**src/common/ccc_pkg.sv**
```systemverilog
`default_nettype none

package ccc_pkg;

  localparam int         REGF_AW       = 8;      // register-file address width
  localparam logic [6:0] BCAST_ADDR    = 7'h7E;  // I3C broadcast address
  localparam logic [3:0] CRC_TOKEN     = 4'hC;
  localparam logic [4:0] CRC_INIT      = 5'h1F;  // crc-5 seed at every CMD word
  localparam logic [6:0] DEV_ADDR_BASE = 7'd8;   // dynamic address of device index 0

  // kind tag that rides along with every word through the pipeline
  typedef enum logic [2:0] {
    CMD,
    CCC,
    DATA,
    CRC,
    END_RESTART,
    END_EXIT
  } word_kind_e;

  typedef struct packed {
    logic        dbp;          // defining byte present
    logic        sre;
    logic [15:0] data_length;  // bytes, excluding the defining byte
  } desc_reg_t;

  typedef struct packed {
    logic [2:0]  dtt;     // 1-4 data only, 5-7 defining byte + (dtt-4) data
    logic [14:0] unused;
  } desc_imm_t;

  // same 18 bits, read by the imm attribute of the descriptor
  typedef union packed {
    desc_reg_t regular;
    desc_imm_t immed;
  } desc_body_u;

  typedef struct packed {
    logic       rnw;
    logic       imm;        // attribute bit, 1 = immediate
    logic [7:0] ccc;
    logic [4:0] dev_index;
    logic       toc;        // 1 = exit pattern at the end
    desc_body_u body;
  } cmd_desc_t;

  typedef struct packed {
    logic        direct;
    logic        has_def;
    logic [6:0]  target_addr;
    logic        rnw;
    logic        toc;
    logic        imm;
    logic [15:0] byte_count;
    logic [7:0]  ccc;         // code for the CCC word
  } ccc_plan_t;

  // on the line only preamble, payload and parity go out (20 bits)
  typedef struct packed {
    word_kind_e  kind;
    logic [1:0]  preamble;
    logic [15:0] payload;
    logic [1:0]  parity;
  } ddr_word_t;

  // codes sent as direct CCCs, everything else is broadcast
  function automatic logic is_direct_ccc(input logic [7:0] code);
    case (code)
      8'h80, 8'h81, 8'h89, 8'h8A, 8'h8B, 8'h8C, 8'h9A, 8'h90: return 1'b1;
      default: return 1'b0;
    endcase
  endfunction

  // PA1 over odd payload bits, PA0 over even bits, inverted
  function automatic logic [1:0] ddr_parity(input logic [15:0] p);
    logic pa1;
    logic pa0;
    pa1 = 1'b0;
    pa0 = 1'b0;
    for (int i = 0; i < 8; i++) begin
      pa1 ^= p[2*i+1];
      pa0 ^= p[2*i];
    end
    return {pa1, ~pa0};
  endfunction

  // crc-5, poly x^5+x^2+1, one byte msb first
  function automatic logic [4:0] crc5_byte(input logic [4:0] crc, input logic [7:0] data);
    logic [4:0] c;
    logic       fb;
    c = crc;
    for (int i = 7; i >= 0; i--) begin
      fb = c[4] ^ data[i];
      c  = {c[3:0], 1'b0};
      if (fb) c = c ^ 5'h05;  // taps x^2 and x^0
    end
    return c;
  endfunction

endpackage

`default_nettype wire

```
**src/source/ccc_desc_decoder.sv**
```systemverilog
`timescale 1ns/1ps
`default_nettype none

module ccc_desc_decoder (
  input  logic               i_sys_clk,
  input  logic               i_sys_rst,
  input  logic               i_cmd_valid,
  input  ccc_pkg::cmd_desc_t i_cmd,
  input  logic               i_frame_done,
  output logic               o_busy,
  output logic               o_plan_valid,
  output ccc_pkg::ccc_plan_t o_plan
);
  import ccc_pkg::*;

  cmd_desc_t  desc_q;   // descriptor held for the whole command
  logic       accept;
  logic [2:0] dtt;
  logic [15:0] imm_count;

  assign accept = i_cmd_valid && !o_busy;
  assign dtt    = desc_q.body.immed.dtt;

  // busy from acceptance until the fsm reports the last frame
  always_ff @(posedge i_sys_clk or negedge i_sys_rst) begin
    if (!i_sys_rst) begin
      o_busy       <= 1'b0;
      o_plan_valid <= 1'b0;
    end else begin
      o_plan_valid <= accept;  // one pulse, plan is valid the cycle after
      if (accept) begin
        o_busy <= 1'b1;
      end else if (i_frame_done) begin
        o_busy <= 1'b0;
      end
    end
  end

  always_ff @(posedge i_sys_clk) begin
    if (accept) desc_q <= i_cmd;
  end

  // immediate byte count, defining byte not included
  always_comb begin
    case (dtt)
      3'd1, 3'd2, 3'd3, 3'd4: imm_count = {13'd0, dtt};
      3'd5, 3'd6, 3'd7:       imm_count = {13'd0, dtt - 3'd4};
      default:                imm_count = 16'd0;  // dtt 0 carries nothing
    endcase
  end

  always_comb begin
    o_plan.direct      = is_direct_ccc(desc_q.ccc);
    o_plan.target_addr = DEV_ADDR_BASE + {2'b00, desc_q.dev_index};  // index + 8
    o_plan.rnw         = desc_q.rnw;
    o_plan.toc         = desc_q.toc;
    o_plan.imm         = desc_q.imm;
    o_plan.ccc         = desc_q.ccc;
    if (desc_q.imm) begin
      o_plan.has_def    = (dtt >= 3'd5);
      o_plan.byte_count = imm_count;
    end else begin
      o_plan.has_def    = desc_q.body.regular.dbp;
      o_plan.byte_count = desc_q.body.regular.data_length;
    end
  end

endmodule

`default_nettype wire

```
**src/ccc_engine/ccc_frame_fsm.sv**
```systemverilog
`timescale 1ns/1ps
`default_nettype none

module ccc_frame_fsm #(
  parameter logic [ccc_pkg::REGF_AW-1:0] REGF_BASE = 8'h10
) (
  input  logic                         i_sys_clk,
  input  logic                         i_sys_rst,
  input  logic                         i_plan_valid,
  input  ccc_pkg::ccc_plan_t           i_plan,
  input  logic [15:0]                  i_regf_rdata,
  input  logic                         i_req_ready,
  output logic                         o_regf_rd_en,
  output logic [ccc_pkg::REGF_AW-1:0]  o_regf_addr,
  output logic                         o_req_valid,
  output ccc_pkg::word_kind_e          o_req_kind,
  output logic [15:0]                  o_req_payload,
  output logic                         o_req_two_bytes,
  output logic                         o_frame_done
);
  import ccc_pkg::*;

  localparam logic [REGF_AW-1:0] DEF_OFS = 2;  // defining byte, upper half
  localparam logic [REGF_AW-1:0] IMM_OFS = 3;  // first immediate data location
  localparam logic [REGF_AW-1:0] REG_OFS = 4;  // first regular data location

  typedef enum logic [2:0] {S_IDLE, S_CMD, S_CCC, S_DATA, S_CRC, S_END} state_e;

  state_e             state_q, state_d;
  ccc_plan_t          plan_q;
  logic               hdr_q;        // direct CCC, still in the 7E header frame
  logic [REGF_AW-1:0] rd_ptr_q;     // next data location
  logic [15:0]        remain_q;     // data bytes not yet requested
  logic [15:0]        remain_left;
  logic               rd_pend_q;    // rdata arrives this cycle
  logic [15:0]        rd_hold_q;    // keeps rdata through a stall
  logic [15:0]        rd_data;
  logic               bcast_frame;
  logic               data_two;
  logic               take;
  logic               data_rd;
  logic               def_rd;

  assign take         = o_req_valid && i_req_ready;
  assign bcast_frame  = hdr_q || !plan_q.direct;   // CMD to 7E with RnW 0
  assign rd_data      = rd_pend_q ? i_regf_rdata : rd_hold_q;
  assign data_two     = (remain_q != 16'd1);       // last odd byte gets a pad
  assign remain_left  = remain_q - (data_two ? 16'd2 : 16'd1);
  assign o_req_valid  = (state_q != S_IDLE);
  assign o_regf_rd_en = data_rd || def_rd;
  assign o_regf_addr  = def_rd ? REGF_BASE + DEF_OFS : rd_ptr_q;

  // reads go out on the handshake of the word before the one that needs them
  always_comb begin
    state_d         = state_q;
    o_req_kind      = CMD;
    o_req_payload   = 16'd0;
    o_req_two_bytes = 1'b1;
    data_rd         = 1'b0;
    def_rd          = 1'b0;
    case (state_q)
      S_IDLE: if (i_plan_valid) state_d = S_CMD;
      S_CMD: begin
        o_req_kind    = CMD;
        o_req_payload = bcast_frame ? {1'b0, 7'd0, BCAST_ADDR, 1'b0}
                                    : {plan_q.rnw, 7'd0, plan_q.target_addr, 1'b0};
        if (take) begin
          if (bcast_frame) begin
            state_d = S_CCC;
            def_rd  = plan_q.has_def;
          end else if (remain_q != 16'd0) begin
            state_d = S_DATA;
            data_rd = 1'b1;
          end else begin
            state_d = S_CRC;   // target frame without data
          end
        end
      end
      S_CCC: begin
        o_req_kind    = CCC;
        o_req_payload = {plan_q.ccc, plan_q.has_def ? rd_data[15:8] : 8'h00};
        if (take) begin
          if (!hdr_q && remain_q != 16'd0) begin
            state_d = S_DATA;  // broadcast carries data in the same frame
            data_rd = 1'b1;
          end else begin
            state_d = S_CRC;
          end
        end
      end
      S_DATA: begin
        o_req_kind      = DATA;
        o_req_payload   = {rd_data[15:8], data_two ? rd_data[7:0] : 8'h00};
        o_req_two_bytes = data_two;
        if (take) begin
          if (remain_left != 16'd0) data_rd = 1'b1;
          else state_d = S_CRC;
        end
      end
      S_CRC: begin
        o_req_kind = CRC;  // builder fills in token and checksum
        if (take) state_d = S_END;
      end
      S_END: begin
        o_req_kind = (!hdr_q && plan_q.toc) ? END_EXIT : END_RESTART;
        if (take) state_d = hdr_q ? S_CMD : S_IDLE;
      end
      default: state_d = S_IDLE;
    endcase
  end

  always_ff @(posedge i_sys_clk or negedge i_sys_rst) begin
    if (!i_sys_rst) begin
      state_q      <= S_IDLE;
      hdr_q        <= 1'b0;
      rd_ptr_q     <= '0;
      remain_q     <= 16'd0;
      rd_pend_q    <= 1'b0;
      o_frame_done <= 1'b0;
    end else begin
      state_q      <= state_d;
      rd_pend_q    <= o_regf_rd_en;
      o_frame_done <= take && (state_q == S_END) && !hdr_q;
      if (state_q == S_IDLE && i_plan_valid) begin
        hdr_q    <= i_plan.direct;
        remain_q <= i_plan.byte_count;
        rd_ptr_q <= REGF_BASE + (i_plan.imm ? IMM_OFS : REG_OFS);
      end
      if (data_rd) rd_ptr_q <= rd_ptr_q + 1'b1;
      if (take && state_q == S_DATA) remain_q <= remain_left;
      if (take && state_q == S_END) hdr_q <= 1'b0;  // on to the target frame
    end
  end

  always_ff @(posedge i_sys_clk) begin
    if (state_q == S_IDLE && i_plan_valid) plan_q <= i_plan;
    if (rd_pend_q) rd_hold_q <= i_regf_rdata;
  end

endmodule

`default_nettype wire

```
**src/ccc_engine/ddr_word_builder.sv**
```systemverilog
`timescale 1ns/1ps
`default_nettype none

module ddr_word_builder (
  input  logic                i_sys_clk,
  input  logic                i_sys_rst,
  input  logic                i_req_valid,
  input  ccc_pkg::word_kind_e i_req_kind,
  input  logic [15:0]         i_req_payload,
  input  logic                i_req_two_bytes,
  input  logic                i_out_ready,
  output logic                o_req_ready,
  output logic                o_out_valid,
  output ccc_pkg::ddr_word_t  o_out_word
);
  import ccc_pkg::*;

  logic [4:0] crc_q;      // running checksum of the current frame
  logic [4:0] crc_hi;
  logic [4:0] crc_d;
  ddr_word_t  word_d;
  logic       take;

  assign o_req_ready = !o_out_valid || i_out_ready;  // slot empty or leaving
  assign take        = i_req_valid && o_req_ready;

  // upper byte first, the pad byte of an odd data word is skipped
  assign crc_hi = crc5_byte(crc_q, i_req_payload[15:8]);

  always_comb begin
    case (i_req_kind)
      CMD:       crc_d = CRC_INIT;  // new frame
      CCC, DATA: crc_d = i_req_two_bytes ? crc5_byte(crc_hi, i_req_payload[7:0]) : crc_hi;
      default:   crc_d = crc_q;
    endcase
  end

  always_comb begin
    word_d.kind     = i_req_kind;
    word_d.payload  = i_req_payload;
    word_d.parity   = ddr_parity(i_req_payload);
    word_d.preamble = 2'b10;
    case (i_req_kind)
      CMD:       word_d.preamble = 2'b01;
      CCC, DATA: word_d.preamble = 2'b10;
      CRC: begin
        word_d.preamble = 2'b01;
        word_d.payload  = {CRC_TOKEN, crc_q, 7'd0};
        word_d.parity   = 2'b00;  // crc word has no parity
      end
      default: begin            // restart / exit
        word_d.preamble = 2'b00;
        word_d.payload  = 16'd0;
        word_d.parity   = 2'b00;
      end
    endcase
  end

  always_ff @(posedge i_sys_clk or negedge i_sys_rst) begin
    if (!i_sys_rst) begin
      o_out_valid <= 1'b0;
      crc_q       <= CRC_INIT;
    end else begin
      if (take) begin
        o_out_valid <= 1'b1;
        crc_q       <= crc_d;
      end else if (i_out_ready) begin
        o_out_valid <= 1'b0;
      end
    end
  end

  always_ff @(posedge i_sys_clk) begin
    if (take) o_out_word <= word_d;
  end

endmodule

`default_nettype wire

```
**src/source/word_credit_tx.sv**
```systemverilog
`timescale 1ns/1ps
`default_nettype none

module word_credit_tx #(
  parameter int MAX_CREDITS = 4
) (
  input  logic               i_sys_clk,
  input  logic               i_sys_rst,
  input  logic               i_in_valid,
  input  ccc_pkg::ddr_word_t i_in_word,
  input  logic               i_credit_return,
  output logic               o_in_ready,
  output logic               o_word_valid,
  output ccc_pkg::ddr_word_t o_word,
  output logic               o_done
);
  import ccc_pkg::*;

  localparam int CW = $clog2(MAX_CREDITS + 1);

  logic [CW-1:0] credit_cnt;
  logic          pend_q;       // o_word holds a word not yet sent
  logic          hdr_end_q;    // frame carried a direct CCC, its END is not the last
  logic          take;
  logic          is_end;

  assign o_word_valid = pend_q && (credit_cnt != '0);
  assign o_in_ready   = !pend_q || o_word_valid;
  assign take         = i_in_valid && o_in_ready;
  assign is_end       = (o_word.kind == END_RESTART) || (o_word.kind == END_EXIT);

  always_ff @(posedge i_sys_clk or negedge i_sys_rst) begin
    if (!i_sys_rst) begin
      pend_q     <= 1'b0;
      credit_cnt <= CW'(MAX_CREDITS);
      hdr_end_q  <= 1'b0;
      o_done     <= 1'b0;
    end else begin
      if (take) pend_q <= 1'b1;
      else if (o_word_valid) pend_q <= 1'b0;
      case ({o_word_valid, i_credit_return})
        2'b10:   credit_cnt <= credit_cnt - 1'b1;  // spend
        2'b01:   credit_cnt <= credit_cnt + 1'b1;  // return
        default: credit_cnt <= credit_cnt;         // none, or both at once
      endcase
      // header frame has a direct code in its CCC word, target frame has none
      if (o_word_valid && o_word.kind == CMD) hdr_end_q <= 1'b0;
      if (o_word_valid && o_word.kind == CCC) hdr_end_q <= is_direct_ccc(o_word.payload[15:8]);
      o_done <= o_word_valid && is_end && !hdr_end_q;
    end
  end

  always_ff @(posedge i_sys_clk) begin
    if (take) o_word <= i_in_word;
  end

endmodule

`default_nettype wire

```
**src/source/ccc_master_top.sv**
```systemverilog
`timescale 1ns/1ps
`default_nettype none

module ccc_master_top #(
  parameter int                          MAX_CREDITS = 4,
  parameter logic [ccc_pkg::REGF_AW-1:0] REGF_BASE   = 8'h10
) (
  input  logic                         i_sys_clk,
  input  logic                         i_sys_rst,
  input  logic                         i_cmd_valid,
  input  ccc_pkg::cmd_desc_t           i_cmd,
  output logic                         o_busy,
  output logic                         o_regf_rd_en,
  output logic [ccc_pkg::REGF_AW-1:0]  o_regf_addr,
  input  logic [15:0]                  i_regf_rdata,
  output logic                         o_word_valid,
  output ccc_pkg::ddr_word_t           o_word,
  input  logic                         i_credit_return,
  output logic                         o_done
);
  import ccc_pkg::*;

  ccc_plan_t   plan;
  logic        plan_valid;
  logic        frame_done;
  logic        req_valid;
  logic        req_ready;
  word_kind_e  req_kind;
  logic [15:0] req_payload;
  logic        req_two_bytes;
  logic        built_valid;
  logic        built_ready;
  ddr_word_t   built_word;

  ccc_desc_decoder u_decoder (
    .i_sys_clk    (i_sys_clk),
    .i_sys_rst    (i_sys_rst),
    .i_cmd_valid  (i_cmd_valid),
    .i_cmd        (i_cmd),
    .i_frame_done (frame_done),
    .o_busy       (o_busy),
    .o_plan_valid (plan_valid),
    .o_plan       (plan)
  );

  ccc_frame_fsm #(
    .REGF_BASE (REGF_BASE)
  ) u_frame_fsm (
    .i_sys_clk       (i_sys_clk),
    .i_sys_rst       (i_sys_rst),
    .i_plan_valid    (plan_valid),
    .i_plan          (plan),
    .i_regf_rdata    (i_regf_rdata),
    .i_req_ready     (req_ready),
    .o_regf_rd_en    (o_regf_rd_en),
    .o_regf_addr     (o_regf_addr),
    .o_req_valid     (req_valid),
    .o_req_kind      (req_kind),
    .o_req_payload   (req_payload),
    .o_req_two_bytes (req_two_bytes),
    .o_frame_done    (frame_done)
  );

  ddr_word_builder u_builder (
    .i_sys_clk       (i_sys_clk),
    .i_sys_rst       (i_sys_rst),
    .i_req_valid     (req_valid),
    .i_req_kind      (req_kind),
    .i_req_payload   (req_payload),
    .i_req_two_bytes (req_two_bytes),
    .i_out_ready     (built_ready),
    .o_req_ready     (req_ready),
    .o_out_valid     (built_valid),
    .o_out_word      (built_word)
  );

  word_credit_tx #(
    .MAX_CREDITS (MAX_CREDITS)
  ) u_credit_tx (
    .i_sys_clk       (i_sys_clk),
    .i_sys_rst       (i_sys_rst),
    .i_in_valid      (built_valid),
    .i_in_word       (built_word),
    .i_credit_return (i_credit_return),
    .o_in_ready      (built_ready),
    .o_word_valid    (o_word_valid),
    .o_word          (o_word),
    .o_done          (o_done)
  );

endmodule

`default_nettype wire

```
**config.mk**
```make
export PLATFORM = sky130hd
export DESIGN_NAME = ccc_master_top
export DESIGN_NICKNAME = d
export VERILOG_FILES = /design/src/common/ccc_pkg.sv /design/src/source/ccc_desc_decoder.sv /design/src/ccc_engine/ccc_frame_fsm.sv /design/src/ccc_engine/ddr_word_builder.sv /design/src/source/word_credit_tx.sv /design/src/source/ccc_master_top.sv
export SDC_FILE = /design/constraint.sdc
export NUM_CORES = 1
export LEC_CHECK = 0
export BUFFER_PORTS_ARGS = -buffer_cell sky130_fd_sc_hd__clkbuf_2
export CORE_UTILIZATION = 34
export CTS_BUF_LIST = sky130_fd_sc_hd__clkbuf_4 sky130_fd_sc_hd__clkbuf_8
export CTS_CLUSTER_SIZE = 30
export DETAILED_ROUTE_END_ITERATION = 10
export PLACE_DENSITY_LB_ADDON = 0.2
export SLEW_MARGIN = 20
export SYNTH_ARGS = -nofsm -noshare
export SYNTH_HDL_FRONTEND = slang
export SYNTH_SLANG_ARGS = --single-unit
```
**constraint.sdc**
```tcl
create_clock -name i_sys_clk -period 6.35 [get_ports i_sys_clk]
set_input_delay 0.3175 -clock i_sys_clk [delete_from_list [all_inputs] [get_ports i_sys_clk]]
set_output_delay 0.3175 -clock i_sys_clk [all_outputs]
set_load 0.05 [all_outputs]
```
Yosys cells after proc, flatten, opt, wreduce, memory -nomap -nowiden
Index checks and enable logic that the tools add are counted.
{"block": "word_totals", "input_bits": 54, "elab_cells": 265, "reg_bits": 159}
{"block": "classes", "n_addsub": 7, "order_cmp": 1, "n_reduce_logical": 50, "n_bitwise": 47, "n_eq_ne": 44, "n_mux": 81}
{"op": "8-bit == test (second input constant)", "n": 16}
{"op": "3-bit 2-to-1 mux", "n": 27}
{"op": "16-bit 2-to-1 mux", "n": 5}
{"op": "16-bit one-hot mux with 3 select lines", "n": 1}
{"op": "5-bit 2-to-1 mux", "n": 8}
{"op": "8-bit 2-to-1 mux", "n": 5}
{"op": "18-bit one-hot mux with 2 select lines", "n": 1}
{"op": "2-bit NOT", "n": 16}
{"op": "16-bit nonzero test", "n": 2}
{"op": "1-bit bitwise XOR", "n": 30}
{"op": "1-bit 2-to-1 mux", "n": 26}
{"op": "3-bit == test (second input constant)", "n": 8}
{"op": "3-bit by 2-bit == test with 1-bit output (second input constant)", "n": 6}
{"op": "3-bit one-hot mux with 6 select lines", "n": 1}
{"op": "2-bit nonzero test", "n": 9}
{"op": "16-bit by 1-bit != test with 1-bit output (second input constant)", "n": 1}
{"op": "8-bit OR reduction", "n": 2}
{"op": "16-bit subtractor", "n": 1}
{"op": "1-bit logical AND", "n": 14}
{"op": "3-bit by 1-bit == test with 1-bit output (second input constant)", "n": 4}
{"op": "3-bit one-hot mux with 2 select lines", "n": 2}
{"op": "3-bit one-hot mux with 4 select lines", "n": 1}
{"op": "2-bit by 1-bit != test with 1-bit output (second input constant)", "n": 5}
{"op": "5-bit one-hot mux with 2 select lines", "n": 1}
{"op": "other kinds (23)", "n": 38}

Logic depth before layout (Yosys ltp)
Gate-level depths: netlist of the first run.
{"block": "logic_depth", "depth_word": 45, "mapped_depth": 16, "mapped_depth_nobuf": 15}

Cells and area by module
Synthesis of the first run repeated with hierarchy kept, for this count alone.
{"block": "hier_totals", "hier_cells": 670, "hier_area_um2": 7791.2}
{"mod": "ccc_frame_fsm", "cells_each": 401, "area_per_inst_um2": 3648.5, "n_inst": 1, "seq_area_each_um2": 1641.6}
{"mod": "ddr_word_builder", "cells_each": 129, "area_per_inst_um2": 1684.1, "n_inst": 1, "seq_area_each_um2": 847.1}
{"mod": "ccc_desc_decoder", "cells_each": 86, "area_per_inst_um2": 1413.9, "n_inst": 1, "seq_area_each_um2": 1071.0}
{"mod": "word_credit_tx", "cells_each": 54, "area_per_inst_um2": 1044.8, "n_inst": 1, "seq_area_each_um2": 842.1}

Least setup slack after synthesis of the first run
Ideal clock, no wire load.
{"block": "synth_path", "path_type": "register to output", "from": "register u_frame_fsm.remain_q[5]", "to": "output o_regf_rd_en", "path_buffers": 1, "path_slack_ns": 1.870, "path_stages_with_launch": 15, "arrival_time_ns": 4.163, "path_cell_list": "dfrtp_1 nor4_4 and3_1 nand3_1 inv_1 ha_1 fa_1 or3b_4 or3_1 and4b_4 o211ai_2 o31ai_1 a2111oi_4 buf_6 or2_1"}
{"block": "synth_between", "elab_chain_len": 8, "word_cells_on_any_way": 15, "cone_classes": "add/sub: 1; eq/ne: 1; mux: 9; reduce/logical: 4"}
{"item": "start, declared", "line_no": "ccc_frame_fsm.sv:33", "text": "logic [15:0] remain_q;"}
{"item": "start signal, assigned", "line_no": "ccc_frame_fsm.sv:126", "text": "remain_q <= i_plan.byte_count;"}
{"item": "start signal, assigned", "line_no": "ccc_frame_fsm.sv:130", "text": "if (take && state_q == S_DATA) remain_q <= remain_left;"}
{"item": "16-bit by 1-bit != test with 1-bit output", "line_no": "ccc_frame_fsm.sv:47", "text": "assign data_two = (remain_q != 16'd1);"}
{"item": "2-bit 2-to-1 mux", "line_no": "ccc_frame_fsm.sv:48", "text": "assign remain_left = remain_q - (data_two ? 16'd2 : 16'd1);"}
{"item": "16-bit subtractor", "line_no": "ccc_frame_fsm.sv:48"}
{"item": "16-bit nonzero test", "line_no": "ccc_frame_fsm.sv:96", "text": "if (remain_left != 16'd0) data_rd = 1'b1;"}
{"item": "1-bit 2-to-1 mux", "line_no": "ccc_frame_fsm.sv:96"}
{"item": "1-bit 2-to-1 mux", "line_no": "ccc_frame_fsm.sv:95", "text": "if (take) begin"}
{"item": "1-bit one-hot mux with 3 select lines (*)", "line_no": "ccc_frame_fsm.sv:61", "text": "case (state_q)"}
{"item": "1-bit logical OR (*)", "line_no": "ccc_frame_fsm.sv:50", "text": "assign o_regf_rd_en = data_rd || def_rd;"}
{"item": "end, declared", "line_no": "ccc_master_top.sv:13", "text": "output logic o_regf_rd_en,"}
Mark *: on every way between the ends. The rest lies on a longest branch, timed or not.

Final worst setup path of the first run
{"block": "layout_path", "from": "register u_frame_fsm.remain_q[4]", "to": "output o_regf_rd_en"}
The elaborated chain is that of the path after synthesis.

==> flow_metrics.tcl, run 1 <==
set metrics [dict create \
    grt-ovfl-total 0 \
    critPathKind "reg -> out" \
    p_leak_nw 3.49 \
    clkSinkCount 158 \
    cts_buffers 17 \
    tightest_slew_ns 1.01 \
    ys_types 83 \
    startpoint_type "register" \
    worstPathRequired_ns 6.03 \
    routabilityCongestion 0.853 \
    power.density_mw_per_mm2 588 \
    max-clock-path-buffers 2 \
    fin_crit_ns 5.26 \
    clkTransAtPathRegs_ns 0.09 \
    synth_async_sr_flop_share 0.278 \
    wl_um 16800 \
    fin_tns_setup_ns 0 \
    drc 0 \
    fp.dieW_um 150 \
    grt_use_total 0.158 \
    outcome "finished, final reports clean" \
    reg2regPathDepth 16 \
    ant_nets 0 \
    vdd_drop_max_v 0.000250 \
    area.sequential_mm2 0.00437 \
    min_path_cells 1 \
    drt-initial-drc-count 355 \
    grt_max_degree 45 \
    drtPass1Iterations 5 \
    start_util 0.351 \
    hold_path_end "u_decoder.desc_q[10]" \
    hold_class "in -> reg" \
    cp_max_fo 17 \
    syn_inst 618 \
    critPathArrivalTime_ns 4.94 \
    yosysWarnings 0 \
    endpoint_kind "output pin" \
    syn2layout_area_growth_pct 16.7 \
    layout_common_cells "98 x edfxtp_1, 88 x clkbuf_2, 44 x nand2_1" \
    regToRegStartpoint "u_frame_fsm.remain_q[4]" \
    grt_pass1_wl_um 27100 \
    place_ws_ns 1.57 \
    synth_edf_count 98 \
    fillCellCount 2041 \
    num_rows 53 \
    final_layout_size_suffix_gt1_frac 0.229 \
    core_mm2 0.0213 \
    avgSynthCellArea_um2 12.1 \
    fmax_mhz 190 \
    nets 787 \
    placed_cell_area_mm2 0.00818 \
    synth-seq-area-share 0.584 \
    root_buffer "clkbuf_8" \
    synth_seq_cells 158 \
    max_slew_margin 0.329 \
    clock_skew_ns 0.0120 \
    synthesis.nets 679 \
    synth_top_flop_cell "edfxtp_1" \
    fin_area_mm2 0.00873 \
    whs_ns 0.0291 \
    io_buffers 88 \
    period_share 0.829 \
    cts_max_level 4 \
    r2r_end "u_frame_fsm.rd_ptr_q[6]" \
    antenna_found_initial 0 \
    cap_violations 0 \
    r2r_slack_ns 1.77 \
    setup_slack_ns 1.09 \
    finalSetupViolations 0 \
    syn_area_mm2 0.00748 \
    final_max_slew_viol_count 0 \
    final_common_cell "edfxtp_1" \
    postCtsSetupRepairBufs 0 \
    rsz0062_at_grt "no" \
    grt_pass1_vias 5037 \
    multi_input_area_mm2 0.00288 \
    hpwl_um 12200 \
    wire_per_inst_um 16.6 \
    tritoncts "yes" \
    die_area_mm2 0.0226 \
    hold_viol_final 0 \
    vias 5133 \
    insertedDiodeCount 0 \
    io_pins 89 \
    clkLatencyLatePin_ns 0.46 \
    via_per_inst 5.06 \
    dieHeight_um 150 \
    hold_path_startpoint "i_cmd[10]" \
]
worst max-delay path by stage:
stage | startpoint | endpoint | slack [ns] | cells past startpoint
6_report | u_frame_fsm.remain_q[4] | o_regf_rd_en | 1.09 | 15
5_1_grt | u_frame_fsm.remain_q[4] | o_regf_rd_en | 0.66 | 15
4_1_cts | u_frame_fsm.remain_q[4] | o_regf_rd_en | 1.02 | 15
3_5_place_dp | u_frame_fsm.remain_q[4] | o_regf_rd_en | 1.57 | 15
3_3_place_gp | u_frame_fsm.remain_q[4] | o_regf_rd_en | 1.62 | 15
2_1_floorplan | u_frame_fsm.remain_q[5] | o_regf_rd_en | 1.87 | 14
flip-flops by register name (all words and copies together), names as in the netlist, 3 cells and up:
signal                  count
u_builder.o_out_word       23
u_credit_tx.o_word         23
u_decoder.desc_q           23
u_frame_fsm.plan_q         18
u_frame_fsm.rd_hold_q      16
u_frame_fsm.remain_q       16
u_decoder.o_plan           11
u_frame_fsm.rd_ptr_q        8
u_builder.crc_q             5
u_credit_tx.credit_cnt      3
u_frame_fsm.state_q         3
report_power, final:
group          internal (mW)  leakage (nW)  total (mW)  switching (mW)
clock                  0.291         0.185       0.712           0.422
combinational           1.00          1.67        2.60            1.60
sequential              1.56          1.63        1.82           0.267
final cells by class:
type | count | area share
clock buffers | 18 | 0.0277
clock inverters | 14 | 0.0142
inverters | 28 | 0.0120
multi-input cells | 411 | 0.330
flip-flops and latches | 158 | 0.501
well taps | 275 | 0.0394
repair buffers | 110 | 0.0754
cell families after synthesis:
| kind of cell | Yosys count | share of synthesized area |
|---|---|---|
| simple gates | 181 | 0.132 |
| flops | 158 | 0.584 |
| compound gates | 140 | 0.129 |
| xor+xnor | 60 | 0.0753 |
| buf+inv | 49 | 0.0326 |
| mux | 23 | 0.0324 |
| fa+ha+maj | 7 | 0.0137 |
per-stage QoR:
step / std cells / utilization / total power [mW]
after floorplan: 618 / - / 3.87
after global placement: 965 / 0.384 / 4.39
after detailed placement: 965 / 0.384 / 4.44
after CTS: 1007 / 0.406 / 5.18
after global routing: 1014 / 0.410 / 5.47
final: 1014 / 0.410 / 5.14
Yosys cell counts, types with 9 or more instances:
library cell   n  area share
edfxtp_1      98        0.39
and3_1         9      0.0075
a21oi_1       29       0.019
o21ai_0       38       0.025
inv_1         27       0.014
mux2i_1       13       0.017
nor2b_1       12       0.010
dfxtp_1       16       0.043
dfrtp_1       38        0.13
nand3_1       11      0.0074
nand2_1       44       0.022
nor2_1        36       0.018
mux2_2        10       0.015
xnor2_1       34       0.040
nor3_1        18       0.012
xor2_1        22       0.026
per-layer routing:
layer / share of wire / GRT usage / up-vias
li1: - / - / 2501
met1: 0.48 / 0.224 / 2471
met2: 0.46 / 0.238 / 146
met3: 0.044 / 0.0285 / 15
met4: 0.017 / 0.0591 / 0
met5: 0 / 0 / -
worst max-delay path, cell delays in order, from the launching register on:
cell	delay [ns]
dfrtp_1	0.52
nor4_4	0.47
and3_1	0.31
nand3_1	0.17
inv_1	0.12
ha_1	0.19
fa_1	0.32
or3b_4	0.46
or3_1	0.32
and4b_4	0.21
o211ai_2	0.17
o31ai_1	0.15
a2111oi_4	0.37
buf_4	0.27
or2_1	0.15
clkbuf_2	0.28
what timing repair did:
item                                   in CTS  in global routing
hold buffers                               10                  6
gates resized for setup                     0                  0
endpoints found under the hold margin      47                  6
setup endpoints to repair                   0                  0
Power figures use the tool's default switching activity.
==> inputs of run 2 (changes only) <==
==> constraint.sdc (replaced) <==
create_clock -name i_sys_clk -period 5 [get_ports i_sys_clk]
set_input_delay 0.25 -clock i_sys_clk [delete_from_list [all_inputs] [get_ports i_sys_clk]]
set_output_delay 0.25 -clock i_sys_clk [all_outputs]
set_load 0.05 [all_outputs]
==> run 2 against run 1 <==
  * Via count increased by 1.7%
  * Critical endpoint unchanged
  * Final cell count rose by 2.0%
  * Count of clock-buffer cells in the layout did not move
  * Highest routed layer unchanged
  * Register-to-register slack got worse by 1.1 ns
  * Total power rose by 27%
  * Non-clock buffer count grew 20
  * Sequential cell count unchanged
  * Critical path depth is 1 lower
==> flow_metrics.tcl, run 2 (synthesis results as in run 1) <==
set metrics [dict create \
    hpwl_um 11900 \
    period_share 0.936 \
    dieHeight_um 150 \
    cap_violations 0 \
    area.sequential_mm2 0.00437 \
    drtPass1Iterations 5 \
    fin_tns_setup_ns 0 \
    rsz0062_at_grt "no" \
    fillCellCount 2012 \
    die_area_mm2 0.0226 \
    outcome "finished, final reports clean" \
    max-clock-path-buffers 2 \
    worstPathRequired_ns 4.75 \
    root_buffer "clkbuf_8" \
    vdd_drop_max_v 0.000389 \
    finalSetupViolations 0 \
    wire_per_inst_um 16.0 \
    io_pins 89 \
    r2r_slack_ns 0.66 \
    clkTransAtPathRegs_ns 0.09 \
    max_slew_margin 0.318 \
    hold_path_end "u_frame_fsm.rd_hold_q[4]" \
    critPathArrivalTime_ns 4.43 \
    final_layout_size_suffix_gt1_frac 0.228 \
    cts_max_level 4 \
    start_util 0.351 \
    r2r_end "u_frame_fsm.rd_ptr_q[6]" \
    multi_input_area_mm2 0.00291 \
    critPathKind "reg -> out" \
    final_max_slew_viol_count 0 \
    startpoint_type "register" \
    critPathLaunch "u_frame_fsm.remain_q[13]" \
    grt-ovfl-total 0 \
    reg2regPathDepth 16 \
    hold_viol_final 0 \
    clock_skew_ns 0.0151 \
    via_per_inst 5.05 \
    tritoncts "yes" \
    grt_pass1_vias 4999 \
    regToRegStartpoint "u_frame_fsm.remain_q[13]" \
    wl_um 16600 \
    grt_use_total 0.153 \
    fp.dieW_um 150 \
    reg_top3 "u_builder.o_out_word x23, u_credit_tx.o_word x23, u_decoder.desc_q x23" \
    drt-initial-drc-count 320 \
    hold_path_startpoint "i_regf_rdata[4]" \
    p_leak_nw 3.57 \
    tightest_slew_ns 1.02 \
    hold_class "in -> reg" \
    routabilityCongestion 0.867 \
    setup_slack_ns 0.320 \
    power.density_mw_per_mm2 730 \
    layout_common_cells "98 x edfxtp_1, 87 x clkbuf_2, 44 x nand2_1" \
    ant_nets 0 \
    clkSinkCount 158 \
    vias 5222 \
    drc 0 \
    antenna_found_initial 0 \
    final_common_cell "edfxtp_1" \
    instances_no_fill 1034 \
    endpoint_kind "output pin" \
    place_ws_ns 0.482 \
    core_mm2 0.0213 \
    insertedDiodeCount 0 \
    place_inst 966 \
    min_path_cells 2 \
    num_rows 53 \
    grt_max_degree 45 \
    fmax_mhz 214 \
    cts_buffers 17 \
    total_power_mw 6.54 \
    syn2layout_area_growth_pct 19.7 \
    grt_pass1_wl_um 26400 \
    clkLatencyLatePin_ns 0.46 \
    io_buffers 88 \
    cp_max_fo 8 \
    fin_crit_ns 4.68 \
    nets 807 \
]
==> run 2: cell types whose count changed in the layout (fill, tap and decap cells not counted), sizes merged <==
cell and change:
dlygate4sd3 +20, clkinv +4, inv -3, clkinvlp -1
==> run 2: worst max-delay path by stage <==
stage,slack [ns],cells past startpoint,endpoint
final,0.32,14,o_regf_rd_en
after global routing,0.03,14,o_regf_rd_en
after CTS,0.001,14,o_regf_rd_en
after detailed placement,0.48,16,u_frame_fsm.rd_ptr_q[6]
after global placement,0.60,16,u_frame_fsm.rd_ptr_q[6]
after floorplan,0.59,14,o_regf_rd_en
==> run 2: layout make-up <==
| class | count | area share |
|---|---|---|
| timing repair buffer | 130 | 0.0947 |
| multi-input combinational | 411 | 0.325 |
| clock buffer | 18 | 0.0270 |
| sequential | 158 | 0.488 |
| tap | 275 | 0.0384 |
| inverter | 28 | 0.0117 |
| clock inverter | 14 | 0.0147 |
==> run 2: metrics by stage <==
stage               cell area, µm²  hold WS [ns]   util
floorplan                     7480       -0.0456      -
global placement              8180         0.397  0.384
detailed placement            8180         0.398  0.384
CTS                           8920       0.00745  0.419
global route                  8960       0.00978  0.421
finish                        8960        0.0359  0.421
==> run 2: repair_timing <==
action                                  in CTS  in global routing
hold buffers                                36                  0
endpoints found under the setup margin       1                  1
endpoints found under the hold margin       73                  0
setup buffers                                0                  0
resized for setup                            1                  8
==> run 2: where the power goes <==
group,total [mW],switching (mW),internal [mW]
Clock,0.898,0.528,0.370
Sequential,2.35,0.368,1.98
Combinational,3.29,1.99,1.30
==> run 2: worst max-delay path: stages, from the launching register on <==
cell and delay, ns:
dfrtp_1 0.46, nor4_2 0.35, and3_2 0.28, nand3_1 0.16
inv_1 0.13, ha_1 0.20, fa_2 0.30, or3b_4 0.44
or3_1 0.31, and4b_4 0.21, o211ai_2 0.17, o31ai_2 0.11
a2111oi_4 0.40, or2_1 0.20, clkbuf_4 0.25
==> run 2: routing by layer <==
metal / GRT usage / part of all wire / vias to the layer above
met1: 0.215 / 0.48 / 2521
met3: 0.0276 / 0.044 / 22
li1: - / - / 2537
met4: 0.0571 / 0.013 / 0
met2: 0.236 / 0.46 / 142
met5: 0 / 0 / -
